==> src/drum_pkg.sv <==
package drum_pkg;

    // ==================================================
    // Timing, cycle counts scaled down for simulation
    // ==================================================

    // Sensor reset pin rises this many cycles after board reset release
    localparam int SENSOR_RST_HOLD = 20;
    // Controller leaves reset after the sensor has had time to boot
    localparam int CTRL_RST_DELAY  = 60;
    // System clocks per sclk half period
    localparam int SPI_CLK_DIV     = 2;
    // Cycles to wait for the sensor interrupt after the wake request
    localparam int WAKE_TIMEOUT    = 200;
    // Heartbeat LED follows this counter bit
    localparam int HEARTBEAT_BIT   = 4;

    // ==================================================
    // Sensor reports and commands
    // ==================================================

    // Fixed read length, id byte plus four 16-bit words
    localparam int READ_LEN = 9;
    localparam logic [7:0] RPT_QUAT = 8'h05;
    localparam logic [7:0] RPT_GYRO = 8'h02;

    // Report-enable command, sent MSB first one byte at a time
    localparam int CFG_LEN = 4;
    localparam logic [7:0] CFG_CMD [CFG_LEN] = '{8'hFD, 8'h05, 8'h00, 8'h00};

    // ==================================================
    // MCU packet
    // ==================================================

    localparam logic [7:0] PKT_HEADER = 8'hA5;
    localparam int PKT_LEN = 16;

    // Controller FSM states
    typedef enum logic [2:0] {
        ST_WAKE,
        ST_CFG,
        ST_IDLE,
        ST_READ,
        ST_ERROR
    } ctrl_state_t;

endpackage

==> src/sensor_rst_seq.sv <==
`timescale 1ns/100ps

module sensor_rst_seq import drum_pkg::*; (
    input  logic clk,
    input  logic fpga_rst_n,
    output logic bno085_rst_n,
    output logic ctrl_rst_n,
    output logic led_heartbeat
);

    // Saturates once the controller reset is released
    logic [$clog2(CTRL_RST_DELAY+1)-1:0] rst_cnt;
    // Free-running, restarts with the controller
    logic [HEARTBEAT_BIT:0]              hb_cnt;

    // ==================================================
    // Reset sequencing after board reset release
    // ==================================================
    always_ff @(posedge clk or negedge fpga_rst_n) begin
        if (!fpga_rst_n) begin
            rst_cnt      <= '0;
            bno085_rst_n <= 1'b0;
            ctrl_rst_n   <= 1'b0;
        end else begin
            if (rst_cnt != CTRL_RST_DELAY) begin
                rst_cnt <= rst_cnt + 1'b1;
            end
            // Sensor held in reset for the first SENSOR_RST_HOLD cycles
            bno085_rst_n <= (rst_cnt >= SENSOR_RST_HOLD);
            // Controller starts once the sensor has booted
            ctrl_rst_n   <= (rst_cnt >= CTRL_RST_DELAY);
        end
    end

    // Heartbeat only runs while the controller is out of reset
    always_ff @(posedge clk or negedge ctrl_rst_n) begin
        if (!ctrl_rst_n) begin
            hb_cnt <= '0;
        end else begin
            hb_cnt <= hb_cnt + 1'b1;
        end
    end

    assign led_heartbeat = hb_cnt[HEARTBEAT_BIT];

endmodule

==> src/sensor_spi_master.sv <==
`timescale 1ns/100ps

module sensor_spi_master import drum_pkg::*; (
    input  logic       clk,
    input  logic       rst_n,
    input  logic       spi_start,
    input  logic [7:0] spi_tx_data,
    output logic       spi_busy,
    output logic       spi_rx_valid,
    output logic [7:0] spi_rx_data,
    output logic       sclk,
    output logic       mosi,
    input  logic       miso
);

    // Divider within one sclk half period
    logic [$clog2(SPI_CLK_DIV)-1:0] div_cnt;
    // Half period index where even ones end in a falling edge
    logic [3:0]                     half_cnt;
    logic [7:0]                     tx_sh;
    logic [7:0]                     rx_sh;
    // Last system clock of a half period
    logic                           half_end;

    assign half_end = (div_cnt == SPI_CLK_DIV - 1);

    // ==================================================
    // Mode 3 byte engine
    // ==================================================
    always_ff @(posedge clk or negedge rst_n) begin
        if (!rst_n) begin
            div_cnt      <= '0;
            half_cnt     <= '0;
            tx_sh        <= 8'h00;
            rx_sh        <= 8'h00;
            spi_busy     <= 1'b0;
            spi_rx_valid <= 1'b0;
            spi_rx_data  <= 8'h00;
            sclk         <= 1'b1;
            mosi         <= 1'b0;
        end else begin
            spi_rx_valid <= 1'b0;
            if (!spi_busy) begin
                // Start strobes only count while idle
                if (spi_start) begin
                    spi_busy <= 1'b1;
                    div_cnt  <= '0;
                    half_cnt <= '0;
                    tx_sh    <= spi_tx_data;
                end
            end else if (!half_end) begin
                div_cnt <= div_cnt + 1'b1;
            end else begin
                div_cnt  <= '0;
                half_cnt <= half_cnt + 1'b1;
                if (!half_cnt[0]) begin
                    // Falling edge puts the next bit out
                    sclk  <= 1'b0;
                    mosi  <= tx_sh[7];
                    tx_sh <= {tx_sh[6:0], 1'b0};
                end else begin
                    // Rising edge takes the sensor bit
                    sclk  <= 1'b1;
                    rx_sh <= {rx_sh[6:0], miso};
                    // Eighth rising edge ends the byte
                    if (half_cnt == 4'd15) begin
                        spi_busy     <= 1'b0;
                        spi_rx_valid <= 1'b1;
                        spi_rx_data  <= {rx_sh[6:0], miso};
                    end
                end
            end
        end
    end

endmodule

==> src/imu_controller.sv <==
`timescale 1ns/100ps

module imu_controller import drum_pkg::*; (
    input  logic               clk,
    input  logic               rst_n,
    output logic               sclk,
    output logic               mosi,
    input  logic               miso,
    output logic               cs_n,
    output logic               ps0_wake,
    input  logic               int_n,
    output logic               quat_valid,
    output logic signed [15:0] quat_w,
    output logic signed [15:0] quat_x,
    output logic signed [15:0] quat_y,
    output logic signed [15:0] quat_z,
    output logic               gyro_valid,
    output logic signed [15:0] gyro_x,
    output logic signed [15:0] gyro_y,
    output logic signed [15:0] gyro_z,
    output logic               initialized,
    output logic               error
);

    ctrl_state_t state;

    // Byte interface to the SPI master
    logic       spi_start;
    logic [7:0] spi_tx_data;
    logic       spi_busy;
    logic       spi_rx_valid;
    logic [7:0] spi_rx_data;

    // Interrupt synchronizer, idles high
    logic [1:0] int_sync;
    logic       int_low;

    // Frame bookkeeping
    logic       in_flight;
    logic       frame_done;
    logic       last_byte;
    logic [3:0] byte_idx;
    logic [$clog2(WAKE_TIMEOUT)-1:0] wake_cnt;

    // Raw bytes of the current read
    logic [7:0] rx_buf [READ_LEN];

    sensor_spi_master u_sensor_spi_master (
        .clk          (clk),
        .rst_n        (rst_n),
        .spi_start    (spi_start),
        .spi_tx_data  (spi_tx_data),
        .spi_busy     (spi_busy),
        .spi_rx_valid (spi_rx_valid),
        .spi_rx_data  (spi_rx_data),
        .sclk         (sclk),
        .mosi         (mosi),
        .miso         (miso)
    );

    always_ff @(posedge clk or negedge rst_n) begin
        if (!rst_n) begin
            int_sync <= 2'b11;
        end else begin
            int_sync <= {int_sync[0], int_n};
        end
    end

    assign int_low = !int_sync[1];

    // Command frame is shorter than a report read
    assign last_byte = (state == ST_CFG) ? (byte_idx == 4'(CFG_LEN - 1))
                                         : (byte_idx == 4'(READ_LEN - 1));

    // ==================================================
    // Sequencer and frame engine
    // ==================================================
    always_ff @(posedge clk or negedge rst_n) begin
        if (!rst_n) begin
            state       <= ST_WAKE;
            cs_n        <= 1'b1;
            ps0_wake    <= 1'b1;
            spi_start   <= 1'b0;
            spi_tx_data <= 8'h00;
            in_flight   <= 1'b0;
            frame_done  <= 1'b0;
            byte_idx    <= '0;
            wake_cnt    <= '0;
            initialized <= 1'b0;
            error       <= 1'b0;
            quat_valid  <= 1'b0;
            gyro_valid  <= 1'b0;
        end else begin
            spi_start  <= 1'b0;
            frame_done <= 1'b0;
            quat_valid <= 1'b0;
            gyro_valid <= 1'b0;

            // One byte at a time while the frame is open
            if (!cs_n) begin
                if (!in_flight && !spi_busy) begin
                    spi_start   <= 1'b1;
                    in_flight   <= 1'b1;
                    // Reads clock out zeros
                    spi_tx_data <= (state == ST_CFG) ? CFG_CMD[byte_idx[1:0]] : 8'h00;
                end else if (spi_rx_valid) begin
                    in_flight <= 1'b0;
                    if (last_byte) begin
                        cs_n       <= 1'b1;
                        frame_done <= 1'b1;
                        byte_idx   <= '0;
                    end else begin
                        byte_idx <= byte_idx + 1'b1;
                    end
                end
            end

            case (state)
                ST_WAKE: begin
                    // Sensor answers the wake request with its interrupt
                    if (int_low) begin
                        ps0_wake <= 1'b1;
                        cs_n     <= 1'b0;
                        state    <= ST_CFG;
                    end else if (wake_cnt == WAKE_TIMEOUT - 1) begin
                        ps0_wake <= 1'b1;
                        error    <= 1'b1;
                        state    <= ST_ERROR;
                    end else begin
                        ps0_wake <= 1'b0;
                        wake_cnt <= wake_cnt + 1'b1;
                    end
                end
                ST_CFG: begin
                    if (frame_done) begin
                        initialized <= 1'b1;
                        state       <= ST_IDLE;
                    end
                end
                ST_IDLE: begin
                    // Interrupt stays low until the report is read
                    if (int_low) begin
                        cs_n  <= 1'b0;
                        state <= ST_READ;
                    end
                end
                ST_READ: begin
                    if (frame_done) begin
                        quat_valid <= (rx_buf[0] == RPT_QUAT);
                        gyro_valid <= (rx_buf[0] == RPT_GYRO);
                        state      <= ST_IDLE;
                    end
                end
                default: begin
                    // Error is sticky until reset
                end
            endcase
        end
    end

    // Collect read bytes in order
    always_ff @(posedge clk) begin
        if (spi_rx_valid && state == ST_READ) begin
            rx_buf[byte_idx] <= spi_rx_data;
        end
    end

    // ==================================================
    // Report decoding, little-endian words after the id
    // ==================================================
    always_ff @(posedge clk) begin
        if (state == ST_READ && frame_done) begin
            case (rx_buf[0])
                RPT_QUAT: begin
                    quat_w <= {rx_buf[2], rx_buf[1]};
                    quat_x <= {rx_buf[4], rx_buf[3]};
                    quat_y <= {rx_buf[6], rx_buf[5]};
                    quat_z <= {rx_buf[8], rx_buf[7]};
                end
                RPT_GYRO: begin
                    // Last word of a gyro report is unused
                    gyro_x <= {rx_buf[2], rx_buf[1]};
                    gyro_y <= {rx_buf[4], rx_buf[3]};
                    gyro_z <= {rx_buf[6], rx_buf[5]};
                end
                default: begin
                    // Unknown ids are dropped
                end
            endcase
        end
    end

endmodule

==> src/mcu_spi_slave.sv <==
`timescale 1ns/100ps

module mcu_spi_slave import drum_pkg::*; (
    input  logic               clk,
    input  logic               rst_n,
    input  logic               cs_n,
    input  logic               sck,
    output logic               sdo,
    input  logic               initialized,
    input  logic               error,
    input  logic               quat_valid,
    input  logic signed [15:0] quat_w,
    input  logic signed [15:0] quat_x,
    input  logic signed [15:0] quat_y,
    input  logic signed [15:0] quat_z,
    input  logic               gyro_valid,
    input  logic signed [15:0] gyro_x,
    input  logic signed [15:0] gyro_y,
    input  logic signed [15:0] gyro_z
);

    // Two-flop synchronizers and previous values for edge detection
    logic [1:0] cs_sync;
    logic [1:0] sck_sync;
    logic       cs_s;
    logic       cs_d;
    logic       sck_d;
    logic       cs_fall;
    logic       sck_fall;

    // Updates held back while the MCU is reading
    logic       quat_pend;
    logic       gyro_pend;

    logic signed [15:0] snap_qw;
    logic signed [15:0] snap_qx;
    logic signed [15:0] snap_qy;
    logic signed [15:0] snap_qz;
    logic signed [15:0] snap_gx;
    logic signed [15:0] snap_gy;
    logic signed [15:0] snap_gz;

    // Whole packet, MSB goes out first
    logic [PKT_LEN*8-1:0] pkt_sh;

    always_ff @(posedge clk or negedge rst_n) begin
        if (!rst_n) begin
            cs_sync  <= 2'b11;
            sck_sync <= 2'b00;
            cs_d     <= 1'b1;
            sck_d    <= 1'b0;
        end else begin
            cs_sync  <= {cs_sync[0], cs_n};
            sck_sync <= {sck_sync[0], sck};
            cs_d     <= cs_sync[1];
            sck_d    <= sck_sync[1];
        end
    end

    assign cs_s     = cs_sync[1];
    assign cs_fall  = cs_d & ~cs_s;
    assign sck_fall = sck_d & ~sck_sync[1];

    // ==================================================
    // Snapshot, frozen while chip select is low
    // ==================================================
    always_ff @(posedge clk or negedge rst_n) begin
        if (!rst_n) begin
            quat_pend <= 1'b0;
            gyro_pend <= 1'b0;
            snap_qw   <= '0;
            snap_qx   <= '0;
            snap_qy   <= '0;
            snap_qz   <= '0;
            snap_gx   <= '0;
            snap_gy   <= '0;
            snap_gz   <= '0;
        end else begin
            // Controller holds its values, so a late copy sees the newest set
            if (quat_valid || quat_pend) begin
                quat_pend <= !cs_s;
                if (cs_s) begin
                    snap_qw <= quat_w;
                    snap_qx <= quat_x;
                    snap_qy <= quat_y;
                    snap_qz <= quat_z;
                end
            end
            if (gyro_valid || gyro_pend) begin
                gyro_pend <= !cs_s;
                if (cs_s) begin
                    snap_gx <= gyro_x;
                    snap_gy <= gyro_y;
                    snap_gz <= gyro_z;
                end
            end
        end
    end

    // Load on select, shift on each falling sck, zeros fill in behind
    always_ff @(posedge clk) begin
        if (cs_fall) begin
            pkt_sh <= {PKT_HEADER, 6'b0, error, initialized,
                       snap_qw, snap_qx, snap_qy, snap_qz,
                       snap_gx, snap_gy, snap_gz};
        end else if (!cs_s && sck_fall) begin
            pkt_sh <= {pkt_sh[PKT_LEN*8-2:0], 1'b0};
        end
    end

    // Quiet line while deselected
    assign sdo = ~cs_s & pkt_sh[PKT_LEN*8-1];

endmodule

==> src/drum_trigger_top.sv <==
`timescale 1ns/100ps

module drum_trigger_top (
    input  logic clk,
    input  logic fpga_rst_n,
    // MCU port, FPGA is the slave
    input  logic mcu_sck,
    input  logic mcu_cs_n,
    output logic mcu_sdo,
    // Orientation sensor bus
    output logic sclk,
    output logic mosi,
    input  logic miso1,
    output logic cs_n1,
    output logic ps0_wake1,
    input  logic int1,
    output logic bno085_rst_n,
    // Status LEDs
    output logic led_initialized,
    output logic led_error,
    output logic led_heartbeat
);

    logic               ctrl_rst_n;
    logic               quat_valid;
    logic signed [15:0] quat_w;
    logic signed [15:0] quat_x;
    logic signed [15:0] quat_y;
    logic signed [15:0] quat_z;
    logic               gyro_valid;
    logic signed [15:0] gyro_x;
    logic signed [15:0] gyro_y;
    logic signed [15:0] gyro_z;
    logic               initialized;
    logic               error;

    sensor_rst_seq u_sensor_rst_seq (
        .clk           (clk),
        .fpga_rst_n    (fpga_rst_n),
        .bno085_rst_n  (bno085_rst_n),
        .ctrl_rst_n    (ctrl_rst_n),
        .led_heartbeat (led_heartbeat)
    );

    // ==================================================
    // Sensor side
    // ==================================================
    imu_controller u_imu_controller (
        .clk         (clk),
        .rst_n       (ctrl_rst_n),
        .sclk        (sclk),
        .mosi        (mosi),
        .miso        (miso1),
        .cs_n        (cs_n1),
        .ps0_wake    (ps0_wake1),
        .int_n       (int1),
        .quat_valid  (quat_valid),
        .quat_w      (quat_w),
        .quat_x      (quat_x),
        .quat_y      (quat_y),
        .quat_z      (quat_z),
        .gyro_valid  (gyro_valid),
        .gyro_x      (gyro_x),
        .gyro_y      (gyro_y),
        .gyro_z      (gyro_z),
        .initialized (initialized),
        .error       (error)
    );

    assign led_initialized = initialized;
    assign led_error       = error;

    // ==================================================
    // MCU side, live during the sensor boot delay
    // ==================================================
    mcu_spi_slave u_mcu_spi_slave (
        .clk         (clk),
        .rst_n       (fpga_rst_n),
        .cs_n        (mcu_cs_n),
        .sck         (mcu_sck),
        .sdo         (mcu_sdo),
        .initialized (initialized),
        .error       (error),
        .quat_valid  (quat_valid),
        .quat_w      (quat_w),
        .quat_x      (quat_x),
        .quat_y      (quat_y),
        .quat_z      (quat_z),
        .gyro_valid  (gyro_valid),
        .gyro_x      (gyro_x),
        .gyro_y      (gyro_y),
        .gyro_z      (gyro_z)
    );

endmodule

==> config.mk <==
export PLATFORM = sky130hd
export DESIGN_NAME = drum_trigger_top
export DESIGN_NICKNAME = d
export VERILOG_FILES = /design/src/drum_pkg.sv /design/src/sensor_rst_seq.sv /design/src/sensor_spi_master.sv /design/src/imu_controller.sv /design/src/mcu_spi_slave.sv /design/src/drum_trigger_top.sv
export SDC_FILE = /design/constraint.sdc
export NUM_CORES = 1
export LEC_CHECK = 0
export BUFFER_PORTS_ARGS = -buffer_cell sky130_fd_sc_hd__buf_2
export CAP_MARGIN = 15
export CORE_ASPECT_RATIO = 0.8
export CORE_MARGIN = 2
export CORE_UTILIZATION = 62
export CTS_CLUSTER_SIZE = 24
export DETAILED_ROUTE_END_ITERATION = 8
export GPL_ROUTABILITY_DRIVEN = 0
export MAX_ROUTING_LAYER = met4
export PLACE_DENSITY_LB_ADDON = 0.2
export RECOVER_POWER = 100
export SKIP_CTS_REPAIR_TIMING = 1
export SYNTH_ARGS = -nofsm -noshare
export SYNTH_HDL_FRONTEND = slang
export SYNTH_SLANG_ARGS = --single-unit
==> constraint.sdc <==
create_clock -name clk -period 5.94 [get_ports clk]
set_clock_uncertainty 0.15 [all_clocks]
set_input_delay 1.188 -clock clk [delete_from_list [all_inputs] [get_ports clk]]
set_output_delay 1.188 -clock clk [all_outputs]
set_load 0.05 [all_outputs]
======== Yosys cells after proc, flatten, opt, wreduce, memory -nomap -nowiden ========
Memory sizes are Yosys's and may differ from the RTL's. A register that Yosys moved wholly into a read port is not among the register bits.
Cells that the tools add are included.
storage, ports and cells
  register bits after elaboration ......... 423
  RAM bits ................................ 72
  bits of input ports ..................... 6
  output and inout port bits .............. 9
  word-level logic and storage cells ...... 168
  memories kept ........................... 1
cells by class
  add/subtract/negate cells ............... 6
  magnitude comparators ................... 3
  equal/unequal tests ..................... 15
  muxes and demuxes ....................... 52
  bitwise operators ....................... 10
  reductions and logical operators ........ 33
memory list
  name                     words  width  read ports  clocked after Yosys merged registers in  write ports  line                  source
  u_imu_controller.rx_buf  9      8      9           2                                        1            imu_controller.sv:46  logic [7:0] rx_buf [READ_LEN];
operators with widths
  kind                   count
  $mux W114              2
  $mux W8                7
  $mux W1                33
  $reduce_and A2 Y1      9
  $reduce_and A3 Y1      6
  $bmux W8 S2            1
  $mux W4                4
  $mux W3                4
  $pmux W3 S3            1
  $add A4 B1 Y4 const B  2
  $add A8 B1 Y8 const B  1
  $eq A4 B4 Y1 const B   2
  $eq A8 B2 Y1 const B   1
  $eq A8 B3 Y1 const B   1
  $eq A8 B8 Y1 const B   1
  $reduce_and A4 Y1      2
  $add A6 B1 Y6 const B  1
  $eq A3 B2 Y1 const B   2
  $ge A6 B5 Y1 const B   1
  $ge A6 B6 Y1 const B   1
  $ne A6 B6 Y1 const B   1
  $not A1 Y1             6
  $reduce_bool A2 Y1     3
  $add A5 B1 Y5 const B  1
  15 further kinds       26

======== Logic depth before layout (Yosys ltp) ========
  word-level depth ........................ 8
  gate-level depth with buffers ........... 7
  depth with buffers taken out ............ 6

======== Cells and area by module ========
From an unflattened synthesis, not the netlist that was laid out.
unflattened totals
  cell total of the unflattened synthesis .. 980
  area, all modules ....................... 18740.5 um2
by module, submodules not included
  module             times used  cells each  area an instance (um2)  sequential area each (um2)
  mcu_spi_slave      1           529         9872.0                  6710.2
  imu_controller     1           313         6940.4                  6231.0
  sensor_spi_master  1           96          1387.6                  802.0
  sensor_rst_seq     1           42          540.5                   325.3

======== Least setup slack after synthesis ========
Ideal clock, no wire load.
  kind .................................... register -> register
  from .................................... register u_imu_controller.state[2]
  to ...................................... register u_imu_controller.gyro_x[0], read port of u_imu_controller.rx_buf (enable)
  library setup time ...................... 590 ps
  arrival ................................. 5855 ps
  data required time ...................... 5200 ps
  path slack .............................. -655 ps
  cell stages (with the launch flop) ...... 4
  path buffers ............................ 0
  period minus slack after synthesis ...... 6595 ps
  cells stage by stage .................... dfrtp_1 -> and3b_1 -> nand4b_1 -> nor4b_1
on the way
  word-level cells in the longest chain between the ends .. 3
ends and longest elaborated chain
  item                                line                   source
  start, declared                     imu_controller.sv:25   ctrl_state_t state;
  start signal, assigned              imu_controller.sv:80   state <= ST_WAKE;
  start signal, assigned              imu_controller.sv:124  state <= ST_CFG;
  start signal, assigned              imu_controller.sv:128  state <= ST_ERROR;
  $eq A3 B2 Y1                        imu_controller.sv:172  if (state == ST_READ && frame_done) begin
  $logic_and A1 B1 Y1                 imu_controller.sv:172
  $reduce_and A2 Y1 (no source line)  n/a
  end, declared                       imu_controller.sv:18   output logic signed [15:0] gyro_x,
No other way between the ends.
A chain may end at the register's enable or synchronous reset.

======== Worst setup path after layout ========
  from .................................... register u_imu_controller.gyro_valid
  to ...................................... register u_mcu_spi_slave.snap_gy[4]
on the way
  word-level cells in the longest chain between the ends .. 2
ends and longest elaborated chain
  item                                line                   source
  start, declared                     imu_controller.sv:17   output logic gyro_valid,
  start signal, assigned              imu_controller.sv:150  gyro_valid <= (rx_buf[0] == RPT_GYRO);
  $logic_or A1 B1 Y1                  mcu_spi_slave.sv:89    if (gyro_valid || gyro_pend) begin
  $reduce_and A2 Y1 (no source line)  n/a
  end signal, assigned                mcu_spi_slave.sv:93    snap_gy <= gyro_y;
  end, declared                       mcu_spi_slave.sv:40    logic signed [15:0] snap_gy;
No other way between the ends.

==> metrics <==
initial antenna violation count 1; Largest stage delay, worst path 2400 ps; Hold Crit Depth 0; Sw Ratio 0.201; CTS root buffer clkbuf_16; TritonCTS Buffers 47; site row count 56; Largest register FFs between 100 and 150; Worst-Skew Late Latency 550 ps; setup TNS 0 ps; worst-margin pin slew 3420 ps; Syn. warnings 0; Post-synth EDFFs 298; clock net sink count approximately 510; Final Max Slew Viols roughly 260; GR Overflow Total 0; GRT Overall Usage 0.222; P_sw 1.42 mW; Mapped Cells between 1000 and 1500; Comb pwr share 0.026; core area around 29000 µm²; library cells used by synthesis 48; Final Util 0.697; static leakage 8.62 nW; Initial DRT Pass Iterations 7; Synth top area share 0.487; FF-to-FF End u_mcu_spi_slave.snap_gy[4]$_DFFE_PN0P_; Synth Net Count around 1300; antenna-violating nets left 0; synth cell count leaders nand2_1, edfxtp_1, dfrtp_1, mux2_1, mux2_2; final wirelength ~32000 µm; Finish-stage setup viols 0; cell family with most CP delay buffers and inverters; Fmax achieved around 260 MHz; pin count of the biggest net entering global routing 91; Nets 1291; Worst setup SP type flip-flop; I/O pins 15; Critical Path End Type flip-flop; synth top area cells edfxtp_1, dfrtp_1, nand2_1; asr flop ratio synth 0.382; main flop type after synthesis edfxtp_1; Syn Area/Cell 14.7 µm²; RSZ-0062 raised after global routing no; cell with the most instances after synthesis nand2_1; status complete, but fails checks; CTS clock-pin slew for the worst setup and hold paths 60 ps; Critical R2R Launch u_imu_controller.gyro_valid$_DFF_PN0_; Worst EP required 6220 ps; Slew HR -1.28; Min-Delay Endpoint u_mcu_spi_slave.cs_sync[1]$_DFF_PN1_; kind of critical path reg2reg; Post-Synthesis Cell Area 18400 µm²; Starting Density 0.628; power share of the clock group 0.428; Area Overhead vs Synth 10.9%; Seq pwr share 0.546; worst reg2reg path depth 3; Max-Cap Viols 6; HP Class reg2reg; Die H around 160 µm; Longest Clk Path Bufs 3; Final Hold Violating Endpoints 0; final period utilization 0.637; Most flops, register u_mcu_spi_slave.pkt_sh; via count 9309; Worst Path Buf+Inv 1; Die Wd between 150 and 200 µm; power per cell area roughly 350 nW/µm²; die area 31000 µm²; FF+latch count, synth 505; fin crit period 3780 ps; Initial DRC Count 544; ratio of cells with drive above 1 in the final layout 0.0890; Seq/Total Area, Yosys 0.766; area leader, netlist edfxtp_1; r2r setup slk 2160 ps; Max FO, Critical Path between 40 and 50; H-tree depth 2; DR WL/cell 18.7 µm; Worst Path Arrival 4060 ps; vias in the first global route 9438; Slowest cell on crit path clkbuf_1; antenna diode instance count 0; CTS tree built; # DRC 0; routed vias/inst approximately 5.5; worst-path cell chain o21ai_4 > clkbuf_1 > mux2_2; DP Wirelength 16800 µm; I/O Buffers 14; failing checks capacitance limit, slew limit; first-pass GRT wire length 50900 µm; VDD IR max approximately 0.26 mV; Pint 5.67 mW; Hold Crit Start u_mcu_spi_slave.cs_sync[0]$_DFF_PN1_; Largest regs u_mcu_spi_slave.pkt_sh (128), u_imu_controller.rx_buf (72)
-- worst max path at each step --
stage                                          startpoint                                 endpoint  slack (ps)  depth (start not counted)
CTS                  u_mcu_spi_slave.cs_sync[1]$_DFF_PN1_      u_mcu_spi_slave.pkt_sh[1]$_DFFE_PP_        2810                          3
finish              u_imu_controller.gyro_valid$_DFF_PN0_   u_mcu_spi_slave.snap_gy[4]$_DFFE_PN0P_        2160                          3
global placement     u_mcu_spi_slave.cs_sync[1]$_DFF_PN1_     u_mcu_spi_slave.pkt_sh[17]$_DFFE_PP_        2890                          3
global route                                   fpga_rst_n   u_mcu_spi_slave.snap_qx[9]$_DFFE_PN0P_        1540                          2
detailed placement   u_mcu_spi_slave.cs_sync[1]$_DFF_PN1_     u_mcu_spi_slave.pkt_sh[81]$_DFFE_PP_        2830                          3
floorplan            u_mcu_spi_slave.cs_sync[1]$_DFF_PN1_  u_mcu_spi_slave.pkt_sh[0]$_SDFFCE_PN0P_        1530                          6
-- logic make-up after synthesis --
logic type / count (synthesis) / share of synthesized area
AOI/OAI and AO/OA: 49 / 0.0153
xor gates and xnor gates: 16 / 0.00763
adders and majority gates: 10 / 0.00681
buffers and inverters: 58 / 0.0132
DFF: 505 / 0.766
muxes: 135 / 0.0829
and+or+nand+nor: 476 / 0.108
-- area by class of cell --
type	instances	area [µm²]
clock inverters	20	269
inverters	11	41.3
repair buffers	24	133
well taps	377	472
fillers	1941	8850
clock buffers	68	1310
multi-input cells	686	4080
flip-flops and latches	505	14100
-- layer usage --
layer	share of wire	vias up	GRT usage
met5	0	-	-
met4	0.019	0	0.0588
met1	0.46	4672	0.310
met3	0.046	55	0.0354
li1	-	4387	-
met2	0.47	195	0.348
-- per-stage QoR --
stage	hold slack (ps)	area, µm²	total power [mW]	worst slack [ps]	std cells
final	212	20400	7.09	2160	1691
after floorplan	181	18400	4.05	1530	1249
after global placement	197	18900	4.13	2890	1602
after global routing	214	20400	7.33	1540	1691
after detailed placement	198	18900	4.13	2830	1602
after CTS	208	20400	7.17	2810	1690
-- power groups by stage --
| stage | logic (mW) | registers [mW] | clock network [mW] |
|---|---|---|---|
| 3_5_place_dp | 0.194 | 3.94 | 0 |
| 3_3_place_gp | 0.187 | 3.94 | 0 |
| 5_1_grt | 0.214 | 3.88 | 3.23 |
| 6_report | 0.187 | 3.87 | 3.03 |
| 4_1_cts | 0.195 | 3.87 | 3.10 |
| 2_1_floorplan | 0.125 | 3.93 | 0 |
-- placed cells by master (no fill, tap or decap), drive strengths merged, types with 8 or more instances in the layout --
cell type	Yosys	final
o21ai	15	15
nand2	388	388
dfstp	8	8
nor3	9	9
dfrtp	185	185
dfxtp	14	14
buf	24	9
xnor2	12	12
nand3	15	15
clkbuf	23	83
inv	11	13
and2	11	11
ha	10	10
a21oi	22	22
edfxtp	298	298
nand2b	8	8
mux2	134	134
nor2	20	20
clkinv	0	11
(Power assumes the default switching activity.)
